===== src/core_pkg.sv =====
package core_pkg;

  localparam int xlen = 32;
  localparam int reg_addr_width = 5;

  // Fetch advances one word at a time
  localparam logic [xlen-1:0] pc_step = 4;

  localparam logic [6:0] opcode_op     = 7'b0110011;
  localparam logic [6:0] opcode_op_imm = 7'b0010011;

  localparam logic [2:0] funct3_add_sub = 3'b000;
  localparam logic [2:0] funct3_sll     = 3'b001;
  localparam logic [2:0] funct3_slt     = 3'b010;
  localparam logic [2:0] funct3_sltu    = 3'b011;
  localparam logic [2:0] funct3_xor     = 3'b100;
  localparam logic [2:0] funct3_srl_sra = 3'b101;
  localparam logic [2:0] funct3_or      = 3'b110;
  localparam logic [2:0] funct3_and     = 3'b111;

  // Selects sub and sra
  localparam logic [6:0] funct7_alt = 7'b0100000;

  typedef enum logic [3:0] {
    alu_add,
    alu_sub,
    alu_sll,
    alu_slt,
    alu_sltu,
    alu_xor,
    alu_srl,
    alu_sra,
    alu_or,
    alu_and
  } alu_op_t;

  typedef enum logic [1:0] {
    fwd_none     = 2'b00,
    fwd_from_mem = 2'b01,
    fwd_from_wb  = 2'b10
  } fwd_sel_t;

  typedef union packed {
    struct packed {
      logic [6:0]                funct7;
      logic [reg_addr_width-1:0] rs2;
      logic [reg_addr_width-1:0] rs1;
      logic [2:0]                funct3;
      logic [reg_addr_width-1:0] rd;
      logic [6:0]                opcode;
    } r;
    struct packed {
      logic [11:0]               imm12;
      logic [reg_addr_width-1:0] rs1;
      logic [2:0]                funct3;
      logic [reg_addr_width-1:0] rd;
      logic [6:0]                opcode;
    } i;
  } instr_t;

endpackage


===== src/alu.sv =====
`timescale 1ns/1ps

module alu (
  input  logic [core_pkg::xlen-1:0] a,
  input  logic [core_pkg::xlen-1:0] b,
  input  core_pkg::alu_op_t         op,
  output logic [core_pkg::xlen-1:0] y
);

  logic [4:0] shamt;

  assign shamt = b[4:0];

  always_comb begin
    case (op)
      core_pkg::alu_add: begin
        y = a + b;
      end
      core_pkg::alu_sub: begin
        y = a - b;
      end
      core_pkg::alu_sll: begin
        y = a << shamt;
      end
      core_pkg::alu_slt: begin
        y = {{(core_pkg::xlen-1){1'b0}}, $signed(a) < $signed(b)};
      end
      core_pkg::alu_sltu: begin
        y = {{(core_pkg::xlen-1){1'b0}}, a < b};
      end
      core_pkg::alu_xor: begin
        y = a ^ b;
      end
      core_pkg::alu_srl: begin
        y = a >> shamt;
      end
      core_pkg::alu_sra: begin
        y = $unsigned($signed(a) >>> shamt);
      end
      core_pkg::alu_or: begin
        y = a | b;
      end
      core_pkg::alu_and: begin
        y = a & b;
      end
      default: begin
        y = '0;
      end
    endcase
  end

endmodule


===== src/register_file.sv =====
`timescale 1ns/1ps

module register_file (
  input  logic                                clock,
  input  logic                                reset,
  input  logic [core_pkg::reg_addr_width-1:0] rs1,
  input  logic [core_pkg::reg_addr_width-1:0] rs2,
  input  logic                                we,
  input  logic [core_pkg::reg_addr_width-1:0] wd_addr,
  input  logic [core_pkg::xlen-1:0]           wd_data,
  output logic [core_pkg::xlen-1:0]           rd1,
  output logic [core_pkg::xlen-1:0]           rd2
);

  // x0 has no storage
  logic [core_pkg::xlen-1:0] regs [1:31];

  // Write first, read after
  function automatic logic [core_pkg::xlen-1:0] read_port(
    input logic [core_pkg::reg_addr_width-1:0] addr
  );
    if (addr == '0) return '0;
    if (we && wd_addr == addr) return wd_data;
    return regs[addr];
  endfunction

  always_comb begin
    rd1 = read_port(rs1);
    rd2 = read_port(rs2);
  end

  always_ff @(posedge clock) begin
    if (reset) begin
      for (int n = 1; n < 32; n++) regs[n] <= '0;
    end else if (we && wd_addr != '0) begin
      regs[wd_addr] <= wd_data;
    end
  end

endmodule


===== src/forwarding_unit.sv =====
`timescale 1ns/1ps

module forwarding_unit (
  input  logic                                clock,
  input  logic                                reset,
  input  logic [core_pkg::reg_addr_width-1:0] ex_rs1,
  input  logic [core_pkg::reg_addr_width-1:0] ex_rs2,
  input  logic [core_pkg::reg_addr_width-1:0] mem_rd,
  input  logic                                mem_write,
  input  logic [core_pkg::reg_addr_width-1:0] wb_rd,
  input  logic                                wb_write,
  output core_pkg::fwd_sel_t                  fwd_a,
  output core_pkg::fwd_sel_t                  fwd_b
);

  // Youngest producer wins
  function automatic core_pkg::fwd_sel_t pick(
    input logic [core_pkg::reg_addr_width-1:0] rs
  );
    if (rs == '0) return core_pkg::fwd_none;
    if (mem_write && mem_rd == rs) return core_pkg::fwd_from_mem;
    if (wb_write && wb_rd == rs) return core_pkg::fwd_from_wb;
    return core_pkg::fwd_none;
  endfunction

  always_comb begin
    fwd_a = pick(ex_rs1);
    fwd_b = pick(ex_rs2);
  end

  assert property (@(posedge clock) disable iff (reset)
    fwd_a != 2'b11 && fwd_b != 2'b11);

endmodule


===== src/fetch_stage.sv =====
`timescale 1ns/1ps

module fetch_stage (
  input  logic                      clock,
  input  logic                      reset,
  input  logic                      hold,
  input  logic [core_pkg::xlen-1:0] inst,
  output logic [core_pkg::xlen-1:0] inst_addr,
  output logic [core_pkg::xlen-1:0] if_inst,
  output logic [core_pkg::xlen-1:0] if_pc,
  output logic                      if_valid
);

  logic [core_pkg::xlen-1:0] pc;
  // Address of the word the ROM returns this cycle
  logic [core_pkg::xlen-1:0] tag_pc;
  logic                      tag_valid;

  // Held cycle re-reads the word already in flight
  assign inst_addr = hold ? tag_pc : pc;

  always_ff @(posedge clock) begin
    if (reset) begin
      pc        <= '0;
      tag_pc    <= '0;
      tag_valid <= 1'b0;
      if_valid  <= 1'b0;
    end else if (!hold) begin
      pc        <= pc + core_pkg::pc_step;
      tag_pc    <= pc;
      tag_valid <= 1'b1;
      if_valid  <= tag_valid;
    end
  end

  // IF/ID payload
  always_ff @(posedge clock) begin
    if (!hold) begin
      if_inst <= inst;
      if_pc   <= tag_pc;
    end
  end

  assert property (@(posedge clock) disable iff (reset) inst_addr[1:0] == 2'b00);

endmodule


===== src/decode_stage.sv =====
`timescale 1ns/1ps

module decode_stage (
  input  logic                                clock,
  input  logic                                reset,
  input  logic                                hold,
  input  logic [core_pkg::xlen-1:0]           if_inst,
  input  logic [core_pkg::xlen-1:0]           if_pc,
  input  logic                                if_valid,
  input  logic                                wb_write,
  input  logic [core_pkg::reg_addr_width-1:0] wb_rd,
  input  logic [core_pkg::xlen-1:0]           wb_data,
  output logic [core_pkg::reg_addr_width-1:0] ex_rs1,
  output logic [core_pkg::reg_addr_width-1:0] ex_rs2,
  output logic [core_pkg::xlen-1:0]           ex_op_a,
  output logic [core_pkg::xlen-1:0]           ex_op_b,
  output logic [core_pkg::xlen-1:0]           ex_imm,
  output logic                                ex_use_imm,
  output core_pkg::alu_op_t                   ex_alu_op,
  output logic [core_pkg::reg_addr_width-1:0] ex_rd,
  output logic                                ex_write
);

  core_pkg::instr_t          word;
  logic [core_pkg::xlen-1:0] rd1;
  logic [core_pkg::xlen-1:0] rd2;
  logic [core_pkg::xlen-1:0] imm;
  logic                      use_imm;
  logic                      supported;
  core_pkg::alu_op_t         alu_op;

  assign word = if_inst;

  function automatic core_pkg::alu_op_t map_op(input logic [2:0] funct3, input logic alt);
    case (funct3)
      core_pkg::funct3_add_sub: return alt ? core_pkg::alu_sub : core_pkg::alu_add;
      core_pkg::funct3_sll:     return core_pkg::alu_sll;
      core_pkg::funct3_slt:     return core_pkg::alu_slt;
      core_pkg::funct3_sltu:    return core_pkg::alu_sltu;
      core_pkg::funct3_xor:     return core_pkg::alu_xor;
      core_pkg::funct3_srl_sra: return alt ? core_pkg::alu_sra : core_pkg::alu_srl;
      core_pkg::funct3_or:      return core_pkg::alu_or;
      default:                  return core_pkg::alu_and;
    endcase
  endfunction

  always_comb begin
    imm       = {{(core_pkg::xlen-12){word.i.imm12[11]}}, word.i.imm12};
    use_imm   = 1'b0;
    supported = 1'b0;
    alu_op    = core_pkg::alu_add;
    case (word.r.opcode)
      core_pkg::opcode_op: begin
        supported = 1'b1;
        alu_op    = map_op(word.r.funct3, word.r.funct7 == core_pkg::funct7_alt);
      end
      core_pkg::opcode_op_imm: begin
        supported = 1'b1;
        use_imm   = 1'b1;
        // No subi, so only the shift reads the upper immediate bits
        alu_op    = map_op(word.i.funct3, word.i.funct3 == core_pkg::funct3_srl_sra &&
                           word.i.imm12[11:5] == core_pkg::funct7_alt);
        if (word.i.funct3 inside {core_pkg::funct3_sll, core_pkg::funct3_srl_sra})
          imm = {{(core_pkg::xlen-5){1'b0}}, word.i.imm12[4:0]};
      end
      default: ;
    endcase
  end

  register_file u_register_file (
    .clock   (clock),
    .reset   (reset),
    .rs1     (word.r.rs1),
    .rs2     (word.r.rs2),
    .we      (wb_write),
    .wd_addr (wb_rd),
    .wd_data (wb_data),
    .rd1     (rd1),
    .rd2     (rd2)
  );

  always_ff @(posedge clock) begin
    if (reset) begin
      ex_write <= 1'b0;
    end else if (!hold) begin
      ex_write <= if_valid && supported && word.r.rd != '0;
    end
  end

  // ID/EX payload
  always_ff @(posedge clock) begin
    if (!hold) begin
      ex_rs1     <= word.r.rs1;
      ex_rs2     <= use_imm ? '0 : word.r.rs2;
      ex_op_a    <= rd1;
      ex_op_b    <= rd2;
      ex_imm     <= imm;
      ex_use_imm <= use_imm;
      ex_alu_op  <= alu_op;
      ex_rd      <= word.r.rd;
    end
  end

  // Without redirects, decode sees consecutive addresses
  assert property (@(posedge clock) disable iff (reset)
    if_valid && !hold |=> if_valid && if_pc == $past(if_pc) + core_pkg::pc_step);

endmodule


===== src/execute_retire.sv =====
`timescale 1ns/1ps

module execute_retire (
  input  logic                                clock,
  input  logic                                reset,
  input  logic                                hold,
  input  logic [core_pkg::reg_addr_width-1:0] ex_rs1,
  input  logic [core_pkg::reg_addr_width-1:0] ex_rs2,
  input  logic [core_pkg::xlen-1:0]           ex_op_a,
  input  logic [core_pkg::xlen-1:0]           ex_op_b,
  input  logic [core_pkg::xlen-1:0]           ex_imm,
  input  logic                                ex_use_imm,
  input  core_pkg::alu_op_t                   ex_alu_op,
  input  logic [core_pkg::reg_addr_width-1:0] ex_rd,
  input  logic                                ex_write,
  output logic                                wb_write,
  output logic [core_pkg::reg_addr_width-1:0] wb_rd,
  output logic [core_pkg::xlen-1:0]           wb_data
);

  core_pkg::fwd_sel_t                  fwd_a;
  core_pkg::fwd_sel_t                  fwd_b;
  logic [core_pkg::xlen-1:0]           src_a;
  logic [core_pkg::xlen-1:0]           src_b;
  logic [core_pkg::xlen-1:0]           alu_y;
  logic [core_pkg::xlen-1:0]           mem_result;
  logic [core_pkg::reg_addr_width-1:0] mem_rd;
  logic                                mem_write;
  logic                                wb_write_q;
  // Low after a held edge, so one result retires once
  logic                                wb_fresh;

  function automatic logic [core_pkg::xlen-1:0] pick_operand(
    input core_pkg::fwd_sel_t        sel,
    input logic [core_pkg::xlen-1:0] reg_value
  );
    case (sel)
      core_pkg::fwd_from_mem: return mem_result;
      core_pkg::fwd_from_wb:  return wb_data;
      default:                return reg_value;
    endcase
  endfunction

  forwarding_unit u_forwarding_unit (
    .clock     (clock),
    .reset     (reset),
    .ex_rs1    (ex_rs1),
    .ex_rs2    (ex_rs2),
    .mem_rd    (mem_rd),
    .mem_write (mem_write),
    .wb_rd     (wb_rd),
    .wb_write  (wb_write_q),
    .fwd_a     (fwd_a),
    .fwd_b     (fwd_b)
  );

  always_comb begin
    src_a = pick_operand(fwd_a, ex_op_a);
    src_b = ex_use_imm ? ex_imm : pick_operand(fwd_b, ex_op_b);
  end

  alu u_alu (
    .a  (src_a),
    .b  (src_b),
    .op (ex_alu_op),
    .y  (alu_y)
  );

  always_ff @(posedge clock) begin
    if (reset) begin
      mem_write  <= 1'b0;
      wb_write_q <= 1'b0;
      wb_fresh   <= 1'b0;
    end else begin
      wb_fresh <= !hold;
      if (!hold) begin
        mem_write  <= ex_write;
        wb_write_q <= mem_write;
      end
    end
  end

  // EX/MEM and MEM/WB payload
  always_ff @(posedge clock) begin
    if (!hold) begin
      mem_result <= alu_y;
      mem_rd     <= ex_rd;
      wb_data    <= mem_result;
      wb_rd      <= mem_rd;
    end
  end

  assign wb_write = wb_write_q && wb_fresh;

  // Decode already drops rd of x0
  assert property (@(posedge clock) disable iff (reset) wb_write |-> wb_rd != '0);

endmodule


===== src/riscv_core.sv =====
`timescale 1ns/1ps

module riscv_core (
  input  logic                                clock,
  input  logic                                reset,
  input  logic                                hold,
  input  logic [core_pkg::xlen-1:0]           inst,
  output logic [core_pkg::xlen-1:0]           inst_addr,
  output logic                                wb_en,
  output logic [core_pkg::reg_addr_width-1:0] wb_rd,
  output logic [core_pkg::xlen-1:0]           wb_data
);

  logic [core_pkg::xlen-1:0]           if_inst;
  logic [core_pkg::xlen-1:0]           if_pc;
  logic                                if_valid;
  logic [core_pkg::reg_addr_width-1:0] ex_rs1;
  logic [core_pkg::reg_addr_width-1:0] ex_rs2;
  logic [core_pkg::xlen-1:0]           ex_op_a;
  logic [core_pkg::xlen-1:0]           ex_op_b;
  logic [core_pkg::xlen-1:0]           ex_imm;
  logic                                ex_use_imm;
  core_pkg::alu_op_t                   ex_alu_op;
  logic [core_pkg::reg_addr_width-1:0] ex_rd;
  logic                                ex_write;

  fetch_stage u_fetch_stage (
    .clock     (clock),
    .reset     (reset),
    .hold      (hold),
    .inst      (inst),
    .inst_addr (inst_addr),
    .if_inst   (if_inst),
    .if_pc     (if_pc),
    .if_valid  (if_valid)
  );

  // Retire port also writes the register file
  decode_stage u_decode_stage (
    .clock      (clock),
    .reset      (reset),
    .hold       (hold),
    .if_inst    (if_inst),
    .if_pc      (if_pc),
    .if_valid   (if_valid),
    .wb_write   (wb_en),
    .wb_rd      (wb_rd),
    .wb_data    (wb_data),
    .ex_rs1     (ex_rs1),
    .ex_rs2     (ex_rs2),
    .ex_op_a    (ex_op_a),
    .ex_op_b    (ex_op_b),
    .ex_imm     (ex_imm),
    .ex_use_imm (ex_use_imm),
    .ex_alu_op  (ex_alu_op),
    .ex_rd      (ex_rd),
    .ex_write   (ex_write)
  );

  execute_retire u_execute_retire (
    .clock      (clock),
    .reset      (reset),
    .hold       (hold),
    .ex_rs1     (ex_rs1),
    .ex_rs2     (ex_rs2),
    .ex_op_a    (ex_op_a),
    .ex_op_b    (ex_op_b),
    .ex_imm     (ex_imm),
    .ex_use_imm (ex_use_imm),
    .ex_alu_op  (ex_alu_op),
    .ex_rd      (ex_rd),
    .ex_write   (ex_write),
    .wb_write   (wb_en),
    .wb_rd      (wb_rd),
    .wb_data    (wb_data)
  );

endmodule


===== config.mk =====
export PLATFORM = sky130hd
export DESIGN_NAME = riscv_core
export DESIGN_NICKNAME = d
export VERILOG_FILES = /design/src/core_pkg.sv /design/src/alu.sv /design/src/register_file.sv /design/src/forwarding_unit.sv /design/src/fetch_stage.sv /design/src/decode_stage.sv /design/src/execute_retire.sv /design/src/riscv_core.sv
export SDC_FILE = /design/constraint.sdc
export NUM_CORES = 2
export LEC_CHECK = 0
export BUFFER_PORTS_ARGS = -buffer_cell sky130_fd_sc_hd__buf_2
export CAP_MARGIN = 20
export CORE_ASPECT_RATIO = 0.8
export CORE_MARGIN = 1
export CORE_UTILIZATION = 50
export DETAILED_ROUTE_END_ITERATION = 7
export PLACE_DENSITY = 0.66
export SYNTH_ARGS = -nofsm -noshare
export SYNTH_HDL_FRONTEND = slang
export SYNTH_SLANG_ARGS = --single-unit
export TNS_END_PERCENT = 20

===== constraint.sdc =====
create_clock -name clock -period 11.3 [get_ports clock]
set_clock_uncertainty 0.1 [all_clocks]
set_input_delay 2.26 -clock clock [delete_from_list [all_inputs] [get_ports clock]]
set_output_delay 2.26 -clock clock [all_outputs]
set_load 0.005 [all_outputs]

Word-level counts from Yosys, hierarchy flattened
Memories as Yosys holds them, arrays and structs flattened. A register that Yosys moved wholly into a read port is not among the register bits.
Index checks and enable logic that the tools add are counted.
- add/sub/neg operators: 3
- magnitude comparators: 2
- equality and inequality tests: 28
- shifts and indexed selects: 3
- mux-type cells: 64
- bitwise logic cells: 3
- reduce and logical (&&, ||, !) cells: 23
- operators by type and width (operator ; count):
    $mux 32 ; 13
    $pmux 32 s10 ; 1
    $pmux 32 s2 ; 2
    $lt 32x32->1 ; 2
    $pmux 4 s7 ; 2
    $add 32x3->32 const B ; 1
    $add 32x32->32 ; 1
    $and 32x32->32 ; 1
    $or 32x32->32 ; 1
    $reduce_or 32->1 ; 1
    $shl 32x5->32 ; 1
    $shr 32x5->32 ; 1
    $sshr 32x5->32 ; 1
    $sub 32x32->32 ; 1
    $xor 32x32->32 ; 1
    $eq 5x5->1 ; 6
    $mux 1 ; 30
    $mux 2 ; 12
    $logic_not 5->1 ; 4
    $eq 4x3->1 const B ; 4
    $mux 5 ; 3
    $eq 7x6->1 const B ; 2
    $logic_and 1x1->1 ; 11
    $reduce_bool 5->1 ; 2
    15 further kinds ; 22
- bits in registers: 292
- bits in writable memories: 992
- output and inout bits: 70
- logic and storage cells: 148
- memories: 1
- memories (name ; depth ; width ; read ports ; clocked after memory_dff ; write ports ; line ; source):
    u_decode_stage.u_register_file.regs ; 31 ; 32 ; 2 ; 2 ; 31 ; register_file.sv:16 ; logic [core_pkg::xlen-1:0] regs [1:31];

Logic depth before layout (Yosys ltp)
- word-level depth: 14
- gate-level depth with buffers: 26

By module
Synthesis repeated with hierarchy kept, for this count alone.
- cells, all modules: 5922
- area, all modules: 75783.9 um2
- modules (own cells, without submodules) (module ; times used ; cells an instance ; area each (um2)):
    register_file ; 1 ; 3801 ; 55031.5
    alu ; 1 ; 1231 ; 8196.6
    fetch_stage ; 1 ; 349 ; 4633.2
    execute_retire ; 1 ; 350 ; 4316.6
    decode_stage ; 1 ; 155 ; 3340.7
    forwarding_unit ; 1 ; 36 ; 265.3

Worst setup path before layout
No wires, ideal clock.
- path type: input to register
- start: in hold
- end: reg u_decode_stage.ex_alu_op[0] (enable)
- library setup time: 0.554 ns
- arrival time: 6.870 ns
- required time: 10.646 ns
- slack: 3.776 ns
- stages on the path: 4
- buffers on the path: 3
- cell sequence: clkbuf_1 clkbuf_1 buf_1 inv_1
- RTL lines (item ; line ; source):
    from (decl) ; riscv_core.sv:6 ; input logic hold,
    to (signal assigned) ; decode_stage.sv:99 ; ex_alu_op <= alu_op;
    to (decl) ; decode_stage.sv:19 ; output core_pkg::alu_op_t ex_alu_op,
No word-level cell between the ends.

Worst setup path after layout
- start: reg u_execute_retire.wb_rd[1] (netlist bit)
- end: reg u_execute_retire.mem_result[30] (netlist bit) (data pin)
- cells in the longest elaborated chain, start to end: 13
- elaborated cells between the ends (all ways): 34
- those cells by class: 2 x add/sub; 6 x eq/ne; 3 x shift; 18 x mux; 3 x bitwise; 2 x reduce/logical
- RTL lines (item ; line ; source):
    from (decl) ; execute_retire.sv:17 ; output logic [core_pkg::reg_addr_width-1:0] wb_rd,
    from (signal assigned) ; execute_retire.sv:89 ; wb_rd <= mem_rd;
    $eq 5x5->1 ; forwarding_unit.sv:22 ; if (wb_write && wb_rd == rs) return core_pkg::fwd_from_wb;
    $logic_and 1x1->1 ; forwarding_unit.sv:22 ;
    $mux 1 (2 in series) ; forwarding_unit.sv:22 ;
    $mux 1 ; forwarding_unit.sv:21 ; if (mem_write && mem_rd == rs) return core_pkg::fwd_from_mem;
    $mux 2 ; forwarding_unit.sv:23 ; return core_pkg::fwd_none;
    $mux 2 ; forwarding_unit.sv:22 ;
    $mux 2 ; forwarding_unit.sv:21 ;
    $eq 2x2->1 or $eq 2x1->1 (tied branches) ; execute_retire.sv:37 ; case (sel)
    $pmux 32 s2 ; execute_retire.sv:37 ;
    $mux 32 ; execute_retire.sv:59 ; src_b = ex_use_imm ? ex_imm : pick_operand(fwd_b, ex_op_b);
    $sub 32x32->32, or another cell as far along ; alu.sv:20 ; y = a - b;
    $pmux 32 s10 * ; alu.sv:15 ; case (op)
    named net u_execute_retire.alu_y, one bit ; execute_retire.sv:25 ; logic [core_pkg::xlen-1:0] alu_y;
    to (signal assigned) ; execute_retire.sv:86 ; mem_result <= alu_y;
    to (decl) ; execute_retire.sv:26 ; logic [core_pkg::xlen-1:0] mem_result;
The timed path passes the listed nets; every way through them passes the cells marked *. The select of a mux whose other input is x is not followed.
A chain may end at the register's enable or synchronous reset.

==> key figures <==
Run status
  • Status: finished, final reports clean

Floorplanning
  • Initial Util: 50.7%
  • Row cnt: 125
  • Core area: 0.146 mm²
  • Total Die Area: 0.150 mm²
  • Height of the die: 346 µm
  • Io pins: 105
  • Die width: 433 µm

Worst setup path
  • Startpoint types: flop
  • Crit-path cells: xor2_1 -> nor3_1 -> nand3_1 -> or3_1 -> ha_2 -> buf_4 -> nor2b_1 -> o31a_2 -> buf_4 -> inv_1 -> ha_1 -> nor2b_1 -> nor2_1 -> a31oi_1 -> nor3_1 -> o21ai_0 -> a41o_1 -> a41oi_1 -> mux2i_1 -> a211o_1 -> a211o_1
  • CP bufs+invs: 3
  • Crit. End Element: flop
  • CP max FO: 64
  • Critical-path top delay cell: nor3_1
  • Data required time of the worst path: 11740 ps
  • Crit path DAT: 7730 ps
  • CP peak stage delay: 750 ps
  • R2R cell count: 21
  • Reg-to-Reg Start: u_execute_retire.wb_rd[1]
  • Worst reg2reg endpoint: u_execute_retire.mem_result[30]
  • Setup CP Type: flop to flop
  • Top delay family on crit path: compound AO/OA/AOI/OAI gates
  • Reg2reg setup slack: 4010 ps

STA
  • Fin. Hold Viols: 0
  • Hold_ws: 350 ps
  • Slew HR: 17.3%
  • Tmin final: 7290 ps
  • Fin crit share: 64.5%
  • Worst-Margin Slew: 1230 ps
  • RSZ-0062 raised after global routing: no
  • Slew Limit Fails: 0
  • Setup TNS: 0 ps
  • Highest Clock Rate: 137 MHz
  • # setup viols final: 0

GRT
  • First-pass GRT wire length: 355000 µm
  • Initial antenna violation count: 17
  • GR Util met1: 48.6%
  • Met3 usage: 6.95%
  • Global-route usage over all layers: 33.3%
  • Routing usage on met2: 49.3%
  • Vias in the first global route: 48000
  • Largest net degree at the start of global routing: 116
  • GR peak layer: met2
  • Remaining Overflow, GRT: 0

CTS
  • Clock Tree Buf Depth: 3
  • Latest clock arrival within the worst-skew pair: 800 ps
  • TritonCTS Buffers: 137
  • Hold Buf Count CTS: 0
  • H-tree depth: 4
  • # Post-CTS Setup Buffers: 0
  • Post-cts sizing count: 0
  • Clock transition at the registers of the reported paths: 70 ps
  • Clock Tree Root: clkbuf_16
  • CTS Sinks: 1304
  • TritonCTS clock tree: yes

Layout
  • Share of layout cells above drive strength 1: 23.1%
  • Layout Cell Area excl Fill: 0.0813 mm²
  • Area delta synth->final: 9.64%
  • # nets final: 5531
  • Final core area utilization: 55.6%

Pwr
  • Pwr Density: 160 mW/mm²
  • Worst vdd ir: 0.000133 V
  • Leakage: 29.5 nW

Flow run
  • Maxcap violations: 0

Hold path
  • Worst Hold Depth: 0
  • Hold Path Class: flop to flop
  • Hold Startpoint: u_fetch_stage.if_inst[8]
  • Hold EP: u_decode_stage.ex_rd[1]

Logic synthesis
  • Post-synth EDFFs: 1226
  • Seq/Total Area, Yosys: 51.8%
  • Post-Synthesis Cells: 5464
  • Most frequent cells after synthesis: edfxtp_1 (1226), and2_1 (1003), mux4_2 (640)
  • Ys Warns: 0
  • Synth Flop Type: edfxtp_1
  • Synthesized cell area: 0.0741 mm²
  • Synth unique cells: 91
  • Largest cells by area after synthesis: edfxtp_1 (50%), mux4_2 (19%), and2_1 (8.5%), dfxtp_1 (2.1%), clkbuf_1 (2.0%)
  • Synth top area share: 49.7%
  • Leading area contributor after synthesis: edfxtp_1
  • Most frequent cell after synthesis: edfxtp_1
  • Synth Register Bits: 1304
  • Async S/R FF share, synth: 0%
  • Syn_area_per_cell: 13.6 µm²

Placement
  • Post-place instance area: 0.0768 mm²
  • I/O Buffers: 104
  • GP Congestion: 0.999
  • Detailed placer's ending HPWL: 155000 µm

Route
  • DR iter-0 viols: 8477
  • DRT Wirelength: 250000 µm
  • Final antenna-violating net count: 0
  • Vias per inst: 6.71
  • DRC viols: 0
  • Vias: 50100
  • Wire per inst: 33.5 µm
  • Drt first pass iters: 8
[through the flow]
stage | power, mW | worst slack [ps] | cells
CTS | 13.0 | 4250 | 7465
detailed placement | 8.45 | 4270 | 7217
global route | 13.4 | 3680 | 7467
floorplan | 7.49 | 3780 | 5495
finish | 13.0 | 4010 | 7474
global placement | 8.44 | 4310 | 7217
[layout by cell type, fill, tap and decap left out, types with 55 or more instances in the layout]
cell / Yosys / final
nand2_1: 208 / 208
mux4_2: 640 / 640
and2_1: 1003 / 1003
clkbuf_16: 0 / 143
a21oi_1: 138 / 138
dfxtp_1: 78 / 68
nor2_1: 312 / 282
inv_1: 104 / 103
nor2b_1: 84 / 84
ha_1: 104 / 102
a211oi_1: 85 / 85
mux2i_1: 141 / 141
edfxtp_1: 1226 / 1226
buf_2: 27 / 104
buf_4: 8 / 152
o21ai_0: 122 / 121
a221oi_1: 55 / 55
[cell type report]
type                    count  area, µm²
inverters                 108        415
well taps                1968       2460
diodes                      7       17.5
clock buffers             172       3730
fillers                 11700      64900
clock inverters            76        704
multi-input cells        3574      33700
repair buffers            265       1830
flip-flops and latches   1304      38400
[worst max path at each step]
stage / cells after the start / startpoint / to / slack (ps)
finish: 21 / u_execute_retire.wb_rd[1] / u_execute_retire.mem_result[30] / 4010
detailed placement: 21 / u_execute_retire.wb_rd[1] / u_execute_retire.mem_result[30] / 4270
floorplan: 4 / hold / u_decode_stage.ex_alu_op[0] / 3780
global placement: 21 / u_execute_retire.wb_rd[1] / u_execute_retire.mem_result[30] / 4310
CTS: 21 / u_execute_retire.wb_rd[1] / u_execute_retire.mem_result[30] / 4250
global route: 21 / u_execute_retire.wb_rd[1] / u_execute_retire.mem_result[30] / 3680
[routing by layer]
layer / up-vias / part of all wire (%) / routed length [µm]
li1: 20700 / - / -
met1: 25600 / 40 / 99300
met2: 3325 / 44 / 111000
met3: 524 / 12 / 29600
met4: 0 / 4.0 / 9980
met5: - / 0 / 0
[state kept, by name, summed over array words and instances (netlist names), 4 cells and up, named ones only]
| signal | flops |
|---|---|
| u_decode_stage.u_register_file.regs | 1024 |
| u_decode_stage.ex_op_a | 32 |
| u_decode_stage.ex_op_b | 32 |
| u_execute_retire.mem_result | 32 |
| u_execute_retire.wb_data | 32 |
| u_fetch_stage.if_inst | 32 |
| u_fetch_stage.tag_pc | 32 |
| u_fetch_stage.pc | 30 |
| u_decode_stage.ex_imm | 12 |
| u_decode_stage.ex_rd | 5 |
| u_decode_stage.ex_rs1 | 5 |
| u_decode_stage.ex_rs2 | 5 |
| u_execute_retire.mem_rd | 5 |
| u_execute_retire.wb_rd | 5 |
| u_decode_stage.ex_alu_op | 4 |
[cell families after synthesis]
logic type      Yosys count  share of synthesized area [%]
simple gates           1807                           13.5
flops                  1304                           51.8
mux                     834                           22.2
compound gates          736                           6.79
buf+inv                 617                           3.31
fa+ha+maj               106                           1.81
xor+xnor                 59                          0.697
other cells               1                        0.00506
[power breakdown]
| group | internal (mW) | total [mW] | switching, mW |
|---|---|---|---|
| Clock | 2.60 | 4.58 | 1.99 |
| Sequential | 5.55 | 5.75 | 0.202 |
| Combinational | 1.00 | 2.68 | 1.68 |
| Total | 9.15 | 13.0 | 3.87 |
Note: power is estimated with default switching activity, not from simulation.
